[src/verilog/bankmem_params.svh]
`ifndef BANKMEM_PARAMS_SVH
`define BANKMEM_PARAMS_SVH

// Data path and bank geometry.
`define BM_DATA_W 32
`define BM_NUM_BANK 8
`define BM_BANK_W 3
`define BM_ROW_W 6

// Read latency of every memory, in cycles.
`define BM_READ_DELAY 2

// Queue depths and credit counts on both host interfaces.
`define BM_IN_CREDITS 4
`define BM_OUT_DEPTH 8
`define BM_OUT_CREDITS 4

// Metadata word holds valid, bank and parity.
`define BM_META_W (`BM_BANK_W + 2)

`endif

[src/verilog/bank_sram.sv]
`timescale 1ns/100ps
`default_nettype none

`include "bankmem_params.svh"

module bank_sram #(
  parameter int WIDTH   = `BM_DATA_W,
  parameter int DEPTH_W = `BM_ROW_W
) (
  input  wire               clk,
  input  wire               read,
  input  wire [DEPTH_W-1:0] rd_addr,
  output logic [WIDTH-1:0]  dout,
  input  wire               write,
  input  wire [DEPTH_W-1:0] wr_addr,
  input  wire [WIDTH-1:0]   din
);

  localparam int ROWS  = 1 << DEPTH_W;
  localparam int DELAY = `BM_READ_DELAY;

  logic [WIDTH-1:0] mem [0:ROWS-1];
  logic [WIDTH-1:0] rd_pipe [0:DELAY-1];

  // A read and a write to the same row in one cycle return the old word.
  always_ff @(posedge clk) begin
    if (write) begin
      mem[wr_addr] <= din;
    end
    if (read) begin
      rd_pipe[0] <= mem[rd_addr];
    end
    for (int i = 1; i < DELAY; i++) begin
      rd_pipe[i] <= rd_pipe[i-1];
    end
  end

  assign dout = rd_pipe[DELAY-1];

endmodule

`default_nettype wire

[config.mk]
export PLATFORM = sky130hd
export DESIGN_NAME = bank_sram
export DESIGN_NICKNAME = d
export VERILOG_FILES = /design/src/verilog/bank_sram.sv
export VERILOG_INCLUDE_DIRS = /design/src /design/src/verilog
export SDC_FILE = /design/constraint.sdc
export NUM_CORES = 2
export LEC_CHECK = 0
export ABC_AREA = 1
export BUFFER_PORTS_ARGS = -buffer_cell sky130_fd_sc_hd__clkbuf_2
export CORE_MARGIN = 2
export CORE_UTILIZATION = 57
export CTS_BUF_LIST = sky130_fd_sc_hd__clkbuf_16
export DETAILED_ROUTE_END_ITERATION = 16
export GPL_ROUTABILITY_DRIVEN = 0
export PLACE_DENSITY = 0.76
export SYNTH_ARGS = -nofsm -noshare
export SYNTH_HDL_FRONTEND = slang
export SYNTH_SLANG_ARGS = --single-unit
[constraint.sdc]
create_clock -name clk -period 2.6 [get_ports clk]
set_clock_uncertainty 0.15 [all_clocks]
set_input_delay 0.26 -clock clk [delete_from_list [all_inputs] [get_ports clk]]
set_output_delay 0.26 -clock clk [all_outputs]
set_load 0.01 [all_outputs]
==> results by group <==
Synth
  • Share of the synthesized area in the top cell type: 74.4%
  • Syn_area_per_cell: 12.3 sq um
  • Syn nets: 6880
  • Yosys synthesis warning count: 0
  • Synthesized instance count: 6833
  • Flops & latches, synth: 2112
  • Post-Syn Area: 83900 sq um
  • Area contributors post-synth: edfxtp_1 (74%), nand3_1 (11%), nand2_1 (10%), buf_2 (1.5%), dfxtp_1 (0.76%)
  • Area leader, netlist: edfxtp_1
  • Distinct cells, synth: 16
  • Post-synthesis sequential area ratio: 75.2%

GRT
  • Initial antenna violation count: 14
  • Gr ovfl total: 0
  • Vias in the first global route: 54990
  • Largest net degree at the start of global routing: 77
  • Global Route Usage Sum: 31.7%
  • First-pass GRT wire length: 350 mm

Setup path
  • Crit path max fanout: 1
  • CP endpoint kind: register
  • Worst EP required: 3.00 ns
  • Reg2Reg Setup Slack: 0.58 ns
  • Crit Path Class: register to register
  • Delay-heaviest family, CP: simple AND/OR/NAND/NOR gates
  • Slowest cell on crit path: nand2_1
  • CP Buf/Inv Count: 0
  • Critical R2R Capture: rd_pipe[0][29]$_DFFE_PP_
  • RR Startpoint: mem[45][29]$_DFFE_PP_
  • Crit start category: register
  • Critical Path, Cell by Cell: nand2_1 > nand3_1 > nand3_1 > nand3_1 > nand3_1 > nand2_1 > nand2_1 > nand2_1
  • Arr. time, crit path: 2.42 ns
  • Worst Reg-to-Reg Cells: 8
  • CP peak stage delay: 0.40 ns

Layout
  • Number of fill cells: 9805
  • Area growth syn-to-layout: 14.2%
  • Layout cells sized above 1: 10.8%
  • Multi-input gate area: 18800 sq um
  • Most frequent cells in the layout: nand2_1 (2254), edfxtp_1 (2080), nand3_1 (1905), buf_4 (212), clkbuf_16 (206)
  • Final Non-Filler Cells: 9096
  • Core Util, Final: 65.6%
  • Fin area: 95800 sq um
  • Register Area: 63100 sq um
  • Layout net count: 7054
  • Commonest non-fill, non-tap cell in the layout: nand2_1

Drt
  • Via count: 57308
  • Initial DRC count: 9477
  • Vias per std cell: 6.30
  • Metal-1 WL: 83.0 mm
  • # DRC: 0
  • Routed Antenna Nets: 0
  • WL met3: 31.4 mm
  • DRT Pass-1 Iters: 6
  • DR WL met2: 112 mm
  • WL/cell: 26.5 microns
  • Final wirelength: 241 mm
  • Uppermost layer routed: met5

Status
  • Outcome: complete, no violations

Hold path
  • Hold crit path type: input pin to register
  • Worst hold start: din[28]
  • Hold Path Cell Cnt: 1
  • Worst Hold End: mem[6][28]$_DFFE_PP_

Timing
  • Slew Viols, Final: 0
  • Min Tclk post-route: 2.02 ns
  • RSZ-0062 raised after global routing: no
  • Hold slack final: 0.0338 ns
  • Final setup fails: 0
  • Final Hold Vio Count: 0
  • Period utilisation layout: 77.6%
  • Worst slew pin tran: 1.22 ns
  • FMAX: 496 MHz
  • Max-slew headroom: 18.4%

Floorplan
  • Top Ports: 79
  • Die Wd: 388 microns
  • Core area: 146000 sq um
  • Die Span Y: 388 microns
  • Initial Util: 57.5%
  • Die Area: 150000 sq um
  • Core Rows: 140

Power and ir drop
  • Total chip power: 71.0 mW
  • Maximum VDD drop: 0.736 mV
  • PwrDens: 741 nW/um^2
  • P_leak: 34.2 nW

Clock tree
  • Clk sinks: 2112
  • Post-CTS setup buffer count: 0
  • Max Root-Sink Buffers: 3
  • Clk slew on worst S/H paths: 0.06 ns
  • CTS tree: yes
  • Root Driver: clkbuf_16
  • CTS Buf Count: 199
  • Htree depth: 4
  • Clk_lat worst skew: 0.84 ns

Place
  • PortBufs: 78
  • # placed instances: 8702
  • Placed inst area: 89200 sq um
  • Hpwl dp: 135 mm

Job
  • Max Cap Viol: 0
layer usage:
metal,vias to the layer above,track usage [%]
met1,27522,41.8
met3,725,6.63
li1,24671,-
met5,-,0
met2,4388,49.8
met4,2,17.4
cell usage after synthesis:
library cell	count
clkbuf_4	1
edfxtp_1	2080
inv_2	2
nand2_1	2254
inv_1	9
nand3_1	1905
nor2_1	64
buf_2	252
inv_4	1
buf_8	1
buf_1	56
dfxtp_1	32
buf_6	4
buf_4	82
nand4_1	8
clkbuf_1	82
power breakdown:
| part | switching [mW] | internal [mW] | total (mW) |
|---|---|---|---|
| sequential | 0.127 | 37.7 | 37.9 |
| combinational | 3.46 | 1.31 | 4.77 |
| clock | 12.4 | 16.0 | 28.4 |
| total | 16.0 | 55.0 | 71.0 |
sequential cells by signal, indices dropped and copies added, names as in the netlist:
| name | count |
|---|---|
| rd_pipe | 64 |
| mem | 2048 |
what timing repair did:
action / in CTS / in global routing
endpoints found under the hold margin: 683 / 0
resized for setup: 0 / 0
hold buffers: 21 / 0
endpoints found under the setup margin: 0 / 0
cell families after synthesis:
kind of cell / after synthesis / synth area share [%]
and+or+nand+nor: 4231 / 21.8
DFF: 2112 / 75.2
buffers and inverters: 490 / 2.99
per-stage QoR:
stage	TNS [ns]	setup slack, ns
finish	0	0.583
global route	0	0.572
CTS	0	0.695
detailed placement	-0.0647	-0.0388
global placement	-0.0684	-0.0426
floorplan	-273.03	-0.133
final cells by class:
cell class              instances  area share, %
flip-flops and latches       2112           65.9
clock inverters               164           1.28
well taps                    1917           2.50
inverters                      12         0.0849
clock buffers                 206           5.38
multi-input cells            4231           19.6
repair buffers                451           5.27
diodes                          3        0.00784
how the worst max path moves through the flow:
stage / start / endpoint / cells past startpoint
2_1_floorplan: write / mem[0][0]$_DFFE_PP_ / 3
3_5_place_dp: rd_addr[1] / rd_pipe[0][21]$_DFFE_PP_ / 12
4_1_cts: mem[62][4]$_DFFE_PP_ / rd_pipe[0][4]$_DFFE_PP_ / 8
3_3_place_gp: rd_addr[1] / rd_pipe[0][28]$_DFFE_PP_ / 12
6_report: mem[45][29]$_DFFE_PP_ / rd_pipe[0][29]$_DFFE_PP_ / 8
5_1_grt: mem[43][21]$_DFFE_PP_ / rd_pipe[0][21]$_DFFE_PP_ / 8
Note: power is estimated with default switching activity, not from simulation.
