`src/verilog/bankmem_params.svh`:
```
`ifndef BANKMEM_PARAMS_SVH
`define BANKMEM_PARAMS_SVH

// Data path and bank geometry.
`define BM_DATA_W 32
`define BM_NUM_BANK 8
`define BM_BANK_W 3
`define BM_ROW_W 6

// Read latency of every memory, in cycles.
`define BM_READ_DELAY 2

// Queue depths and credit counts on both host interfaces.
`define BM_IN_CREDITS 4
`define BM_OUT_DEPTH 8
`define BM_OUT_CREDITS 4

// Metadata word holds valid, bank and parity.
`define BM_META_W (`BM_BANK_W + 2)

`endif

```
`src/verilog/bankmem_pkg.sv`:
```
`default_nettype none

`include "bankmem_params.svh"

package bankmem_pkg;

  typedef enum logic [1:0] {
    OP_READ   = 2'd0,
    OP_WRITE  = 2'd1,
    OP_LOOKUP = 2'd2
  } req_op_e;

  typedef struct packed {
    req_op_e               op;
    logic [`BM_BANK_W-1:0] bank;
    logic [`BM_ROW_W-1:0]  row;
    logic [`BM_DATA_W-1:0] data;
  } mem_req_t;

  // Parity is the XOR of all data bits of the stored word.
  typedef struct packed {
    logic                  valid;
    logic [`BM_BANK_W-1:0] bank;
    logic                  parity;
  } meta_entry_t;

  typedef struct packed {
    logic [`BM_DATA_W-`BM_META_W-1:0] pad;
    meta_entry_t                      entry;
  } rsp_meta_view_t;

  // A read returns a data word, a lookup returns a metadata entry.
  typedef union packed {
    logic [`BM_DATA_W-1:0] data;
    rsp_meta_view_t        meta;
  } rsp_payload_u;

  // Kind is OP_READ or OP_LOOKUP.
  typedef struct packed {
    req_op_e      kind;
    logic         hit;
    logic         parity_ok;
    rsp_payload_u payload;
  } mem_rsp_t;

endpackage

`default_nettype wire

```
`src/verilog/rsp_egress.sv`:
```
`timescale 1ns/100ps
`default_nettype none

`include "bankmem_params.svh"

module rsp_egress import bankmem_pkg::*; (
  input  wire           clk,
  input  wire           rst,
  input  wire           issue_rsp,
  input  wire           rsp_push,
  input  wire mem_rsp_t rsp_push_data,
  output logic          rsp_room,
  output logic          rsp_valid,
  output mem_rsp_t      rsp,
  input  wire           rsp_credit
);

  localparam int DEPTH   = `BM_OUT_DEPTH;
  localparam int PTR_W   = (DEPTH > 1) ? $clog2(DEPTH) : 1;
  localparam int CNT_W   = $clog2(DEPTH + 1);
  localparam int CREDITS = `BM_OUT_CREDITS;
  localparam int CRD_W   = $clog2(CREDITS + 1);

  mem_rsp_t          queue [0:DEPTH-1];
  logic [PTR_W-1:0]  wr_ptr;
  logic [PTR_W-1:0]  rd_ptr;
  logic [CNT_W-1:0]  count;
  logic [CNT_W-1:0]  resv;
  logic [CNT_W:0]    used;
  logic [CRD_W-1:0]  credits;

  // Slots are reserved at issue so that an in-flight response always fits.
  assign used     = count + resv;
  assign rsp_room = used < (CNT_W + 1)'(DEPTH);

  assign rsp_valid = (count != '0) && (credits != '0);
  assign rsp       = queue[rd_ptr];

  always_ff @(posedge clk) begin
    if (rsp_push) begin
      queue[wr_ptr] <= rsp_push_data;
    end
  end

  always_ff @(posedge clk) begin
    if (rst) begin
      wr_ptr  <= '0;
      rd_ptr  <= '0;
      count   <= '0;
      resv    <= '0;
      credits <= CRD_W'(CREDITS);
    end else begin
      if (rsp_push) begin
        wr_ptr <= (wr_ptr == PTR_W'(DEPTH - 1)) ? '0 : wr_ptr + 1'b1;
      end
      if (rsp_valid) begin
        rd_ptr <= (rd_ptr == PTR_W'(DEPTH - 1)) ? '0 : rd_ptr + 1'b1;
      end
      case ({rsp_push, rsp_valid})
        2'b10:   count <= count + 1'b1;
        2'b01:   count <= count - 1'b1;
        default: count <= count;
      endcase
      case ({issue_rsp, rsp_push})
        2'b10:   resv <= resv + 1'b1;
        2'b01:   resv <= resv - 1'b1;
        default: resv <= resv;
      endcase
      case ({rsp_credit, rsp_valid})
        2'b10:   credits <= credits + 1'b1;
        2'b01:   credits <= credits - 1'b1;
        default: credits <= credits;
      endcase
    end
  end

  // The host can only return credits that it was given.
  a_credit_bound: assert property (
    @(posedge clk) disable iff (rst) credits <= CRD_W'(CREDITS)
  ) else $error("rsp_egress: output credit counter above its reset value");

endmodule

`default_nettype wire

```
`config.mk`:
```
export PLATFORM = sky130hd
export DESIGN_NAME = rsp_egress
export DESIGN_NICKNAME = d
export VERILOG_FILES = /design/src/verilog/bankmem_pkg.sv /design/src/verilog/rsp_egress.sv
export VERILOG_INCLUDE_DIRS = /design/src /design/src/verilog
export SDC_FILE = /design/constraint.sdc
export NUM_CORES = 1
export LEC_CHECK = 0
export CAP_MARGIN = 0
export CORE_ASPECT_RATIO = 0.6
export CORE_MARGIN = 2
export CORE_UTILIZATION = 30
export CTS_CLUSTER_SIZE = 25
export DETAILED_ROUTE_END_ITERATION = 8
export DONT_BUFFER_PORTS = 1
export PLACE_DENSITY = 0.55
export RECOVER_POWER = 100
export SYNTH_ARGS = -nofsm -noshare
export SYNTH_HDL_FRONTEND = slang
export SYNTH_SLANG_ARGS = --single-unit
```
`constraint.sdc`:
```
create_clock -name clk -period 9 [get_ports clk]
set_input_delay 0.45 -clock clk [delete_from_list [all_inputs] [get_ports clk]]
set_output_delay 0.45 -clock clk [all_outputs]
set_load 0.05 [all_outputs]
```
==> metrics list <==
- First-pass GRT wire length: 36800 um
- The die is 264 um wide.
* Number of unique standard cell types used by synthesis: 33
- Final critical delay including setup and external delays: 4.76 ns
- The HPWL after detailed placement is 14000 um.
* Required time of the critical path: 8.55 ns
- The critical path in this run is classified as flop to primary output.
* Hold crit path type: primary input to flop
- The tree is rooted in a clkbuf_16.
- Critical Path Source Type: flop
- The die is 160 um tall.
- CTS Buffer Depth: 3
- Pin count of the biggest net entering global routing: 73
- Most used DFF post-synth: edfxtp_1
* Synthesized Nets: 601
- Mapped Avg Cell Area: 22.4 sq um
* Cell Rows: 57
* Layout cell share with drive strength beyond 1: 8.90%
* Outcome: complete, but fails checks
- End of the worst register-to-register path: queue[1][16]$_DFFE_PP_
- The number of antenna violations at the first check in global routing is 1.
- The total overflow left after global routing is 0.
- The number of clock buffers added by TritonCTS is 31.
* GRT Resource Usage Total: 11.8%
- Detailed-route DRC error count: 0
- Of the available clock period, the critical path in the final layout requires 52.9%.
* Setup repair after global routing missed its margin: no
* Count of yosys warnings during synthesis: 0
- During I/O placement, the number of pins put on the boundary was 79.
* Growth of design area from synthesis to finish: 15.8%
- Worst skew pair latency: 0.57 ns
- DRT Pass-1 Iters: 4
- The cell area that synthesis handed to floorplanning was 12200 sq um.
- Placer Congestion: 0.700
- Fraction of the yosys area taken by sequential cells: 74.2%
* FF-to-FF setup slack: 5.01 ns
- In this run the tool buffered the top-level ports with 0 buffer cells.
- In this run the critical register-to-register path is launched from wr_ptr[2]$_SDFFE_PP0P_.
* Wire length per cell after detailed routing: 21.5 um
- Clock Skew: 0.0277 ns
- Asr flop ratio synth: 0%
* CTS tree: done
* Average vias per placed instance: 4.66
- Along the worst path, the maximum fanout reaches 72.
- Worst Setup EP: rsp[24]
* Post-cts gate resize count: 0
- Number of global-route vias before repair: 5768
- Power density cells: 275 nW/um^2
* Number of hold violations in the final report: 0
- In this run, synthesis produced a sequential element count of 308.
- For this run, the post-layout net count is 661.
* Number of DRC markers in iteration 0: 336
* Final total negative setup slack: 0 ns
* Max H-tree Level: 1
- Instance count of the mapped netlist: 544
- After clock tree synthesis, the setup repair step added 0 buffers.
- For this run, the top clock speed supported by timing is 210 MHz.
* Slew at the pin with the worst max-slew slack: 3.30 ns
- Clock tree sinks: 308
* Reg clk slew, reported paths: 0.06 ns
- Headroom to the max-slew limit came out at -120%.
- Worst EP arrival: 4.31 ns
* Final core utilization: 35.0%
* Number of max-slew violations in the final report: 353
- The floorplan step defined a core boundary enclosing 40300 sq um.
- Violated checks: capacitance limit, slew limit
* Number of flops mapped to enable cells by yosys: 288
* Die area: 42300 sq um
- The final layout contains routed wiring with a total length of 25000 um.
* Setup violation total in the final timing report: 0
- The worst-case IR drop observed on VDD is 0.163 mV.
- The count of nets left with antenna violations once routing finished came out at 0.
- Effective utilization at floorplan: 30.3%
- LEAKAGE: 4.55 nW
- STA classifies the critical path endpoint as a primary output.
- Max Cap Violations: 13
* Worst Reg2Reg Path Length in Cells: 3
- Detailed routing inserted a total of 5407 vias.
## report_power, final
group | leakage (nW) | total, mW | switching (mW) | internal [mW]
combinational | 1.29 | 0.968 | 0.610 | 0.358
clock | 0.480 | 1.22 | 0.527 | 0.689
sequential | 2.78 | 1.70 | 0.0803 | 1.62
total | 4.55 | 3.89 | 1.22 | 2.67
## Yosys cell counts, types with 2 or more instances
| cell | n | area, sq um |
|---|---|---|
| buf_1 | 10 | 37.5 |
| edfxtp_1 | 288 | 8650 |
| mux2_2 | 37 | 417 |
| a21oi_1 | 12 | 60.1 |
| dfxtp_1 | 20 | 400 |
| buf_6 | 8 | 90.1 |
| nand2b_1 | 4 | 25.0 |
| nor2_1 | 25 | 93.8 |
| ha_1 | 14 | 175 |
| clkbuf_1 | 2 | 7.51 |
| mux4_1 | 72 | 1890 |
| xor2_1 | 7 | 61.3 |
| o21ai_0 | 5 | 25.0 |
| nand2_1 | 5 | 18.8 |
| nor3_1 | 5 | 25.0 |
| clkbuf_2 | 2 | 10.0 |
| mux2i_1 | 3 | 30.0 |
| fa_1 | 2 | 40.0 |
| inv_1 | 9 | 33.8 |
## how the worst min path moves through the flow
stage / depth (start not counted) / slack [ns] / startpoint / to
2_1_floorplan: 2 / 0.46 / resv[3]$_SDFFE_PP0P_ / resv[3]$_SDFFE_PP0P_
3_3_place_gp: 2 / 0.47 / rd_ptr[1]$_SDFFE_PP0N_ / flop
3_5_place_dp: 2 / 0.49 / rd_ptr[1]$_SDFFE_PP0N_ / flop
4_1_cts: 2 / 0.008 / rsp_push / wr_ptr[2]$_SDFFE_PP0P_
5_1_grt: 2 / 0.03 / rsp_push / wr_ptr[2]$_SDFFE_PP0P_
6_report: 2 / 0.05 / rsp_push / wr_ptr[2]$_SDFFE_PP0P_
## cell families after synthesis
logic type	Yosys count	share of synthesized area, %
compound gates	22	1.04
xor+xnor	7	0.503
fa+ha+maj	16	1.77
buf+inv	31	1.47
flops	308	74.2
mux	112	19.2
simple gates	48	1.84
## layer usage
metal,wire (um),up-vias,global-route usage [%]
li1,-,2439,-
met4,545,0,3.18
met5,0,-,0
met2,12600,107,20.4
met3,998,34,2.81
met1,10900,2827,14.9
## flip-flops by register name, indices dropped and copies added (netlist names), named ones only
name	flops
queue	288
count	4
wr_ptr	3
credits	3
resv	4
rd_ptr	3
## layout by cell type, fill, tap and decap left out, types with 12 or more instances in the layout
| master | netlist | layout |
|---|---|---|
| a21oi_1 | 12 | 12 |
| clkbuf_1 | 2 | 13 |
| clkbuf_16 | 0 | 31 |
| dfxtp_1 | 20 | 18 |
| dlygate4sd3_1 | 0 | 37 |
| edfxtp_1 | 288 | 288 |
| ha_1 | 14 | 14 |
| mux2_1 | 0 | 35 |
| mux4_1 | 72 | 72 |
| nor2_1 | 25 | 25 |
## worst max-delay path, cell delays in order, from the launching register on
cell and delay, ns:
dfxtp_1 2.55, mux4_1 0.55, mux2_1 0.55
## timing repair
| item | in CTS | in global routing |
|---|---|---|
| endpoints found under the hold margin | 307 | 0 |
| hold buffers | 37 | 0 |
| setup endpoints to repair | 0 | 0 |
## per-stage QoR
stage	setup WS (ns)	instances	instance area [sq um]	total power, mW	hold WS [ns]
2_1_floorplan	5.17	544	12200	2.55	0.457
3_3_place_gp	6.10	1065	12900	2.67	0.465
3_5_place_dp	6.07	1065	12900	2.70	0.487
4_1_cts	5.45	1160	14200	3.96	0.00841
5_1_grt	3.86	1160	14100	4.05	0.0275
6_report	4.24	1161	14100	3.89	0.0458
## layout make-up
type,instances,area [sq um]
fill,3658,26200
sequential,308,9050
multi-input combinational,205,2970
clock buffer,34,787
tap,531,664
timing repair buffer,49,423
clock inverter,24,181
inverter,9,33.8
antenna,1,2.50
Power figures use the tool's default switching activity.
