## src/verilog/bankmem_params.svh

```systemverilog
`ifndef BANKMEM_PARAMS_SVH
`define BANKMEM_PARAMS_SVH

// Data path and bank geometry.
`define BM_DATA_W 32
`define BM_NUM_BANK 8
`define BM_BANK_W 3
`define BM_ROW_W 6

// Read latency of every memory, in cycles.
`define BM_READ_DELAY 2

// Queue depths and credit counts on both host interfaces.
`define BM_IN_CREDITS 4
`define BM_OUT_DEPTH 8
`define BM_OUT_CREDITS 4

// Metadata word holds valid, bank and parity.
`define BM_META_W (`BM_BANK_W + 2)

`endif

```

## src/verilog/bankmem_pkg.sv

```systemverilog
`default_nettype none

`include "bankmem_params.svh"

package bankmem_pkg;

  typedef enum logic [1:0] {
    OP_READ   = 2'd0,
    OP_WRITE  = 2'd1,
    OP_LOOKUP = 2'd2
  } req_op_e;

  typedef struct packed {
    req_op_e               op;
    logic [`BM_BANK_W-1:0] bank;
    logic [`BM_ROW_W-1:0]  row;
    logic [`BM_DATA_W-1:0] data;
  } mem_req_t;

  // Parity is the XOR of all data bits of the stored word.
  typedef struct packed {
    logic                  valid;
    logic [`BM_BANK_W-1:0] bank;
    logic                  parity;
  } meta_entry_t;

  typedef struct packed {
    logic [`BM_DATA_W-`BM_META_W-1:0] pad;
    meta_entry_t                      entry;
  } rsp_meta_view_t;

  // A read returns a data word, a lookup returns a metadata entry.
  typedef union packed {
    logic [`BM_DATA_W-1:0] data;
    rsp_meta_view_t        meta;
  } rsp_payload_u;

  // Kind is OP_READ or OP_LOOKUP.
  typedef struct packed {
    req_op_e      kind;
    logic         hit;
    logic         parity_ok;
    rsp_payload_u payload;
  } mem_rsp_t;

endpackage

`default_nettype wire

```

## src/verilog/bank_port_mux.sv

```systemverilog
`timescale 1ns/100ps
`default_nettype none

`include "bankmem_params.svh"

module bank_port_mux import bankmem_pkg::*; (
  input  wire                                        clk,
  input  wire                                        rst,
  input  wire                                        issue_valid,
  input  wire mem_req_t                              issue,
  output logic [`BM_NUM_BANK-1:0]                    bank_read,
  output logic [`BM_NUM_BANK-1:0]                    bank_write,
  output logic [`BM_NUM_BANK-1:0][`BM_ROW_W-1:0]     bank_rd_row,
  output logic [`BM_NUM_BANK-1:0][`BM_ROW_W-1:0]     bank_wr_row,
  output logic [`BM_NUM_BANK-1:0][`BM_DATA_W-1:0]    bank_din,
  input  wire  [`BM_NUM_BANK-1:0][`BM_DATA_W-1:0]    bank_dout,
  output logic                                       meta_write,
  output logic [`BM_ROW_W-1:0]                       meta_wr_row,
  output meta_entry_t                                meta_din,
  output logic                                       meta_read1,
  output logic [`BM_ROW_W-1:0]                       meta_rd_row1,
  input  wire meta_entry_t                           meta_dout1,
  output logic                                       meta_read2,
  output logic [`BM_ROW_W-1:0]                       meta_rd_row2,
  input  wire meta_entry_t                           meta_dout2,
  output logic                                       issue_rsp,
  output logic                                       rsp_push,
  output mem_rsp_t                                   rsp_push_data
);

  localparam int NB    = `BM_NUM_BANK;
  localparam int ROWS  = 1 << `BM_ROW_W;
  localparam int DELAY = `BM_READ_DELAY;

  typedef struct packed {
    logic                  tok;
    req_op_e               kind;
    logic [`BM_BANK_W-1:0] bank;
    logic                  row_ok;
  } pipe_t;

  logic                  is_read;
  logic                  is_write;
  logic                  is_lookup;
  logic [ROWS-1:0]       row_valid;
  pipe_t                 pipe [0:DELAY-1];
  pipe_t                 tail;
  meta_entry_t           rd_meta;
  meta_entry_t           lk_meta;
  logic [`BM_DATA_W-1:0] rd_word;
  logic                  rd_hit;

  assign is_read   = issue_valid && (issue.op == OP_READ);
  assign is_write  = issue_valid && (issue.op == OP_WRITE);
  assign is_lookup = issue_valid && (issue.op == OP_LOOKUP);
  assign issue_rsp = is_read || is_lookup;

  // The row goes to every bank; only the addressed bank is enabled.
  always_comb begin
    for (int b = 0; b < NB; b++) begin
      bank_read[b]   = is_read && (issue.bank == b);
      bank_write[b]  = is_write && (issue.bank == b);
      bank_rd_row[b] = issue.row;
      bank_wr_row[b] = issue.row;
      bank_din[b]    = issue.data;
    end
  end

  // Both metadata copies take the same write, each serves its own read port.
  assign meta_write   = is_write;
  assign meta_wr_row  = issue.row;
  assign meta_din     = '{valid: 1'b1, bank: issue.bank, parity: ^issue.data};
  assign meta_read1   = is_read;
  assign meta_rd_row1 = issue.row;
  assign meta_read2   = is_lookup;
  assign meta_rd_row2 = issue.row;

  always_ff @(posedge clk) begin
    if (rst) begin
      row_valid <= '0;
    end else if (is_write) begin
      row_valid[issue.row] <= 1'b1;
    end
  end

  // Tracks each read or lookup through the memory latency.
  always_ff @(posedge clk) begin
    if (rst) begin
      for (int i = 0; i < DELAY; i++) begin
        pipe[i] <= '0;
      end
    end else begin
      pipe[0] <= '{tok: issue_rsp, kind: issue.op, bank: issue.bank,
                   row_ok: row_valid[issue.row]};
      for (int i = 1; i < DELAY; i++) begin
        pipe[i] <= pipe[i-1];
      end
    end
  end

  assign tail     = pipe[DELAY-1];
  assign rsp_push = tail.tok;

  always_comb begin
    rd_meta = tail.row_ok ? meta_dout1 : '0;
    lk_meta = tail.row_ok ? meta_dout2 : '0;
    rd_word = bank_dout[tail.bank];
    rd_hit  = rd_meta.valid && (rd_meta.bank == tail.bank);
    rsp_push_data      = '0;
    rsp_push_data.kind = tail.kind;
    if (tail.kind == OP_LOOKUP) begin
      rsp_push_data.hit                = lk_meta.valid;
      rsp_push_data.parity_ok          = 1'b1;
      rsp_push_data.payload.meta.entry = lk_meta;
    end else begin
      rsp_push_data.hit          = rd_hit;
      rsp_push_data.parity_ok    = !rd_hit || ((^rd_word) == rd_meta.parity);
      rsp_push_data.payload.data = rd_word;
    end
  end

  a_one_bank_read: assert property (
    @(posedge clk) disable iff (rst) $onehot0(bank_read)
  ) else $error("bank_port_mux: more than one bank read enable active");

endmodule

`default_nettype wire

```

## config.mk

```make
export PLATFORM = sky130hd
export DESIGN_NAME = bank_port_mux
export DESIGN_NICKNAME = d
export VERILOG_FILES = /design/src/verilog/bankmem_pkg.sv /design/src/verilog/bank_port_mux.sv
export VERILOG_INCLUDE_DIRS = /design/src /design/src/verilog
export SDC_FILE = /design/constraint.sdc
export NUM_CORES = 1
export LEC_CHECK = 0
export CORE_AREA = 2 2 287 289
export DETAILED_ROUTE_END_ITERATION = 6
export DIE_AREA = 0 0 289 291
export DONT_BUFFER_PORTS = 1
export PLACE_DENSITY = 0.31
export SYNTH_ARGS = -nofsm -noshare
export SYNTH_HDL_FRONTEND = slang
export SYNTH_SLANG_ARGS = --single-unit
```

## constraint.sdc

```tcl
create_clock -name clk -period 3.7 [get_ports clk]
set_input_delay 0.555 -clock clk [delete_from_list [all_inputs] [get_ports clk]]
set_output_delay 0.555 -clock clk [all_outputs]
set_load 0.02 [all_outputs]
```

==> impl_metrics.env, run 1 <==
export IMPL_synth_area_mm2=0.008805
export IMPL_ys_warn_count=0
export IMPL_cp_cell_sequence="buf_6, mux4_2, mux2i_4, xnor2_1, xnor2_2, xnor3_1, xnor2_2, xnor2_2, nand4_1, buf_4"
export IMPL_die_w_um=289
export IMPL_period_minus_slack_ps=3879
export IMPL_cp_endpoint="rsp_push_data[32]"
export IMPL_startpoint_type="flop"
export IMPL_clockRootBuffer="clkbuf_16"
export IMPL_ys_flop_type="dfxtp_1"
export IMPL_yosysTopAreaCell="buf_4"
export IMPL_r2r_cells=5
export IMPL_dieArea_mm2=0.08410
export IMPL_async_reset_ff_share_pct=0
export IMPL_grt_usage_pct=9.263
export IMPL_synth_seq_cells=78
export IMPL_vias=5623
export IMPL_n_fill_cell=9381
export IMPL_r2r_end="pipe[0][0]"
export IMPL_worst_ir_drop_vdd_mv=0.1979
export IMPL_status="complete, but fails checks"
export IMPL_path_class="reg -> out"
export IMPL_yosysUniqueCellTypes=46
export IMPL_antenna_found_initial=27
export IMPL_cts_buffer_depth=2
export IMPL_dr_pass1_iters=5
export IMPL_maxCapViolations=0
export IMPL_wl_per_cell_um=23.85
export IMPL_synth_edf_count=0
export IMPL_slew_headroom_pct=35.11
export IMPL_tns_ps=-179.5
export IMPL_drv_slew=0
export IMPL_routabilityCongestion=0.7617
export IMPL_synth_top_area_share_pct=32.49
export IMPL_viasPerCell=3.233
export IMPL_grt_max_degree=79
export IMPL_grt_overflow_total=0
export IMPL_register_area_mm2=0.001573
export IMPL_synth_most_common_cell="buf_4"
export IMPL_path_common_cell="xnor2_2"
export IMPL_worstSkewPairLatency_ps=350
export IMPL_cts_tree="done"
export IMPL_worst_slew_pin_slew_ps=968.1
export IMPL_ys_top_cells_by_count="381 x buf_4, 116 x nor2_1, 78 x dfxtp_1"
export IMPL_die_h_um=291
export IMPL_fin_nets=962
export IMPL_grt_pass1_wl_um=52110
export IMPL_power_density_mw_per_mm2=356.4
export IMPL_clkSinkCount=78
export IMPL_syn_to_final_growth_pct=-5.741
export IMPL_core_area_mm2=0.08119
export IMPL_totalPowerFinal_uw=2958
export IMPL_cp_required_ps=3140
export IMPL_rsz0062_at_grt="yes"
export IMPL_fp_row_count=105
export IMPL_grt_pass1_vias=5691
export IMPL_p_leak_uw=0.002479
export IMPL_slowest_delay_ps=540
export IMPL_worstPathArrival_ps=3320
export IMPL_cp_max_fo=7
export IMPL_drt_iter0_markers=280
export IMPL_cts_clk_slew_worst_paths_ps=80
export IMPL_io_pins=744
export IMPL_violations="negative setup slack"
export IMPL_multi_input_area_mm2=0.004310
export IMPL_h_tree_depth=3
export IMPL_rr_startpoint="row_valid[54]"
export IMPL_drc=0
export IMPL_fmax_mhz=257.8
export IMPL_synth_area_per_cell_um2=8.957
export IMPL_final_core_util_pct=10.22
export IMPL_endpoint_kind="output port"
export IMPL_postSynthCellCount=983
export IMPL_hold_class="in -> reg"
export IMPL_layout_drive_gt1_share_pct=29.01
export IMPL_synth_fp_nets=1295
export IMPL_crit_start="pipe[0][9]"
export IMPL_finalHoldViolations=0
export IMPL_final_antenna_net_count=0
export IMPL_fin_skew_ps=11.15
export IMPL_min_period_over_period_pct=104.9
export IMPL_dp_hpwl_um=34450
export IMPL_whs_path_depth=1
export IMPL_synthTopCellsByArea="buf_4 32%, dfxtp_1 18%, mux4_2 17%"
export IMPL_ys_seq_area_share_pct=17.73
export IMPL_wirelength_um=41480
export IMPL_start_util_pct=10.84
export IMPL_portBuffers=0
export IMPL_postCtsHoldBufs=0
export IMPL_fin_cells=1739
export IMPL_pre_cts_ws_ps=-171.7
export IMPL_setup_viol_count_final=1
export IMPL_rrSetupSlack_ps=1780
export IMPL_setup_slack_ps=-179.5
export IMPL_placed_cells=1690
export IMPL_numCtsBuffers=9
export IMPL_cp_slowest_cell="mux4_2"
layer usage:
metal  vias up  share of wire [%]  wire, um  global-route usage, %
li1       2327                  -         -                      -
met1      2840                 37     15320                  10.26
met2       393                 52     21760                  16.91
met3        63                7.2      2976                  1.951
met4         0                3.5      1433                  3.885
met5         -                  0         0                      0
layout make-up:
| class | count | share of cell area [%] |
|---|---|---|
| Clock inverter | 6 | 0.6030 |
| Sequential cell | 78 | 18.95 |
| Tap cell | 1070 | 16.13 |
| Antenna cell | 14 | 0.4221 |
| Multi-Input combinational cell | 477 | 51.94 |
| Timing Repair Buffer | 80 | 8.759 |
| Clock buffer | 10 | 3.015 |
| Inverter | 4 | 0.1809 |
state kept, by name, indices dropped and copies added, names as in the netlist:
signal	flops
row_valid	64
pipe	14
report_power, final:
group          internal [uW]  switching (uW)  leakage [uW]
logic                    542             599       0.00170
clock network            509             453      0.000147
registers                845            9.54      0.000633
total                   1900            1060       0.00248
kinds of logic after synthesis:
| kind of cell | after synthesis | share of synthesized area (%) |
|---|---|---|
| DFF | 78 | 17.73 |
| other | 1 | 0.04259 |
| xor gates and xnor gates | 74 | 7.603 |
| muxes | 117 | 23.66 |
| and+or+nand+nor | 185 | 9.350 |
| buffers and inverters | 428 | 35.04 |
| AOI/OAI and AO/OA | 100 | 6.565 |
worst min path at each step:
stage               slack, ps        from     endpoint
floorplan                 410  pipe[0][3]  pipe[0][10]
global placement          430  pipe[0][4]  pipe[0][11]
detailed placement        430  pipe[0][4]  pipe[0][11]
CTS                       250         rst  pipe[0][13]
global route              260         rst   pipe[0][4]
finish                    270         rst  pipe[0][13]
cell usage in the layout, fill, tap and decap left out, types with 3 or more instances in the layout:
cell type,Yosys,final
nor2b_1,14,13
buf_12,1,6
mux4_2,67,67
nand2b_1,4,4
xor2_1,19,19
o21ai_1,6,6
a21oi_1,67,67
a221oi_1,4,4
mux2_2,4,4
o21ai_0,4,4
nand2_1,13,13
clkbuf_16,0,10
xnor2_1,53,47
buf_4,381,70
mux2i_1,40,34
mux2i_4,1,8
mux4_1,3,3
nor2_1,116,116
dfxtp_4,0,3
and2_1,4,4
nor3b_1,7,7
nand3_1,7,7
a22oi_1,7,7
diode_2,0,14
dfxtp_1,78,75
a32o_1,3,3
inv_6,0,3
nor3_1,11,10
xnor2_2,1,6
critical path, delay by kind of cell, from the launching register on:
family / cells / cell delay [ps]
AND/OR/NAND/NOR: 1 / 180
XOR/XNOR: 5 / 1160
multiplexers: 2 / 800
buffers and inverters: 2 / 400
flip-flops: 1 / 410
through the flow:
| stage | hold slack, ps | area (um^2) |
|---|---|---|
| finish | 272.3 | 8299 |
| global route | 258.6 | 8292 |
| CTS | 253.7 | 8233 |
| detailed placement | 426.3 | 7605 |
| global placement | 425.3 | 7605 |
| floorplan | 413.8 | 8805 |
repair_timing:
action,in CTS,in global routing
pin swaps,10,4
setup endpoints to repair,1,1
gates resized for setup,22,3
buffers inserted,15,2
endpoints found under the hold margin,0,0
gates cloned,2,0
Power figures use the tool's default switching activity.
==> inputs of run 2 (changes only) <==
--- a/config.mk
+++ b/config.mk
@@ -6,11 +6,12 @@
 export SDC_FILE = /design/constraint.sdc
 export NUM_CORES = 1
 export LEC_CHECK = 0
-export CORE_AREA = 2 2 287 289
+export ABC_AREA = 1
+export CORE_AREA = 2 2 286 288
 export DETAILED_ROUTE_END_ITERATION = 6
-export DIE_AREA = 0 0 289 291
+export DIE_AREA = 0 0 288 290
 export DONT_BUFFER_PORTS = 1
-export PLACE_DENSITY = 0.31
+export PLACE_DENSITY = 0.33
 export SYNTH_ARGS = -nofsm -noshare
 export SYNTH_HDL_FRONTEND = slang
 export SYNTH_SLANG_ARGS = --single-unit
==> run 2 against run 1 <==
  * The flow now finishes without violations
  * Sequential share of layout area down 3.3 points
  * Core utilization up 2.3 points
  * Critical path type unchanged
  * Die area down 0.69%
  * Synthesized cell count up 89%
  * Synthesized area up 19%
  * Flip-flop and latch count unchanged
  * Hold slack better by 2.3 ps
  * Final cell count up 47%
  * Sequential power about the same
  * Critical path depth up 12
  * Largest power group unchanged
==> impl_metrics.env, run 2 <==
export IMPL_status="finished, final reports clean"
export IMPL_synth_top_family_by_area="buffers and inverters"
export IMPL_power_density_mw_per_mm2=286.3
export IMPL_clockRootBuffer="clkbuf_16"
export IMPL_final_cell_mix="486 x nand2_1, 229 x nor2_1, 200 x inv_1"
export IMPL_start_util_pct=13.02
export IMPL_p_leak_uw=0.004492
export IMPL_yosysUniqueCellTypes=30
export IMPL_worstSkewPairLatency_ps=350
export IMPL_cp_endpoint="rsp_push_data[32]"
export IMPL_layout_drive_gt1_share_pct=12.33
export IMPL_synth_fp_nets=2165
export IMPL_numCtsBuffers=9
export IMPL_dr_pass1_iters=5
export IMPL_top_register="row_valid"
export IMPL_wl_per_cell_um=17.68
export IMPL_routabilityCongestion=0.8137
export IMPL_final_antenna_net_count=0
export IMPL_grt_pass1_vias=8957
export IMPL_cts_buffer_depth=2
export IMPL_viasPerCell=3.623
export IMPL_endpoint_kind="output port"
export IMPL_synth_area_mm2=0.01044
export IMPL_ys_warn_count=0
export IMPL_grt_overflow_total=0
export IMPL_antenna_found_initial=2
export IMPL_dp_hpwl_um=35770
export IMPL_drv_slew=0
export IMPL_ys_flop_type="dfxtp_1"
export IMPL_postSynthCellCount=1853
export IMPL_pre_cts_ws_ps=203.0
export IMPL_min_period_over_period_pct=95.29
export IMPL_fin_area_mm2=0.01007
export IMPL_synthAdderAreaFrac_pct=0
export IMPL_cp_max_fo=11
export IMPL_synth_area_per_cell_um2=5.632
export IMPL_yosysTopAreaCell="buf_4"
export IMPL_cts_tree="done"
export IMPL_period_minus_slack_ps=3526
export IMPL_rsz0062_at_grt="yes"
export IMPL_drt_iter0_markers=454
export IMPL_crit_start="pipe[0][8]"
export IMPL_cts_clk_slew_worst_paths_ps=70
export IMPL_io_pins=744
export IMPL_setup_slack_ps=174.1
export IMPL_grt_max_degree=79
export IMPL_r2r_cells=6
export IMPL_largest_reg_flops=64
export IMPL_rrSetupSlack_ps=2140
export IMPL_worst_ir_drop_vdd_mv=0.2412
export IMPL_hold_class="in -> reg"
export IMPL_grt_pass1_wl_um=61210
export IMPL_async_reset_ff_share_pct=0
export IMPL_synth_compound_area_share_pct=9.723
export IMPL_finalHoldViolations=0
export IMPL_fmax_mhz=283.6
export IMPL_ys_seq_area_share_pct=14.96
export IMPL_fin_nets=1808
export IMPL_final_common_cell="nand2_1"
export IMPL_dpl_cell_area_mm2=0.009133
export IMPL_synthTopCellsByArea="buf_4 27%, nand2_1 19%, dfxtp_1 15%"
export IMPL_syn_to_final_growth_pct=-3.501
export IMPL_vias=9282
export IMPL_top_regs="row_valid x64, pipe x14"
export IMPL_synth_top_area_share_pct=27.48
export IMPL_cp_required_ps=3140
export IMPL_ys_top_cells_by_count="523 x nand2_1, 382 x buf_4, 236 x nor2_1"
export IMPL_wirelength_um=45300
export IMPL_synth_most_common_cell="nand2_1"
export IMPL_slew_headroom_pct=39.87
export IMPL_dieArea_mm2=0.08352
export IMPL_fin_skew_ps=9.310
export IMPL_totalPowerFinal_uw=2883
export IMPL_grt_usage_pct=9.890
export IMPL_startpoint_type="flop"
export IMPL_maxCapViolations=0
export IMPL_path_class="reg -> out"
export IMPL_rr_startpoint="row_valid[7]"
export IMPL_die_w_um=288
export IMPL_muxShareOfSynthArea_pct=0
export IMPL_r2r_end="pipe[0][0]"
export IMPL_worstPathArrival_ps=2970
export IMPL_core_area_mm2=0.08016
export IMPL_yosys_area_share_simple_pct=33.99
export IMPL_setup_viol_count_final=0
export IMPL_clkSinkCount=78
export IMPL_drc=0
export IMPL_h_tree_depth=3
export IMPL_worst_slew_pin_slew_ps=898.6
export IMPL_synth_edf_count=0
export IMPL_portBuffers=0
export IMPL_finalHoldWorstSlack_ps=274.6
export IMPL_synth_seq_cells=78
export IMPL_die_h_um=290
export IMPL_synthXorXnorAreaFrac_pct=2.602
export IMPL_fp_row_count=104
## run 2: cell types whose count changed in the layout (fill, tap and decap cells not counted), moves of 34 or more
cell | before | now
inv_1 | 2 | 200
mux2i_1 | 34 | 0
mux4_2 | 67 | 0
nand2_1 | 13 | 486
nand2_2 | 0 | 37
nand3_1 | 7 | 112
nor2_1 | 116 | 229
o21ai_1 | 6 | 40
## run 2: worst max-delay path, stage by stage (launching register included)
cell and delay (ps):
dfxtp_4 480, buf_12 140, bufbuf_16 270, nor2_1 50, nor2_1 120, nand2_2 100, nand3_2 90, o21ai_2 90
nand2_2 130, nand3_2 90, buf_6 140, nand2_2 80, nand2_1 60, nand2_2 90, inv_2 30, nand2_1 60
nand3_2 80, nand2_1 60, nand2_1 50, nand2_2 100, buf_12 120, nand2_2 60, buf_12 150
## run 2: how the worst min path moves through the flow
stage                           from  depth (start not counted)  slack [ps]            end
after floorplan           pipe[0][3]                          2         390    pipe[0][10]
after global placement    pipe[0][5]                          2         390    pipe[0][12]
after detailed placement  pipe[0][5]                          2         400    pipe[0][12]
after CTS                        rst                          1         260  row_valid[45]
after global routing             rst                          1         260    pipe[0][13]
final                            rst                          1         270    pipe[0][13]
## run 2: area by class of cell
cell class / count / area, um^2
Antenna cell: 1 / 2.502
Clock buffer: 9 / 225.2
Clock inverter: 7 / 55.05
Fill cell: 9571 / 70090
Inverter: 210 / 804.5
Multi-Input combinational cell: 1117 / 5095
Sequential cell: 78 / 1573
Tap cell: 1060 / 1326
Timing Repair Buffer: 80 / 989.7
## run 2: through the flow
stage          cells  utilization (%)  setup TNS [ps]
6_report        2562            12.56               0
5_1_grt         2561            12.56          -120.7
4_1_cts         2547            11.91               0
3_5_place_dp    2528            11.39               0
3_3_place_gp    2528            11.39               0
2_1_floorplan   1853                -               0
## run 2: report_power, final
group	internal (uW)	switching, uW	total [uW]	leakage, uW
logic	405	763	1170	0.00373
registers	845	7.44	853	0.000633
clock network	462	401	863	0.000133
total	1710	1170	2880	0.00449
## run 2: cells by family (layout without fill, tap and decap cells)
family / Yosys count / in the layout
AOI/OAI and AO/OA: 188 / 188
xor gates and xnor gates: 31 / 31
buffers and inverters: 658 / 306
DFF: 78 / 78
other: 1 / 2
and+or+nand+nor: 897 / 897
## run 2: layer usage
metal  routed length [um]  global-route usage (%)
met3                 3008                   2.296
met4                  568                   1.516
met1                18930                   11.90
met2                22780                   17.96
met5                   13                       0
## run 2: what timing repair did
action	CTS	global route
resized for setup	17	81
hold buffers	0	0
buffers inserted	2	6
setup endpoints to repair	1	1
pin swaps	0	17
gates cloned	1	8
hold endpoints to repair	0	0
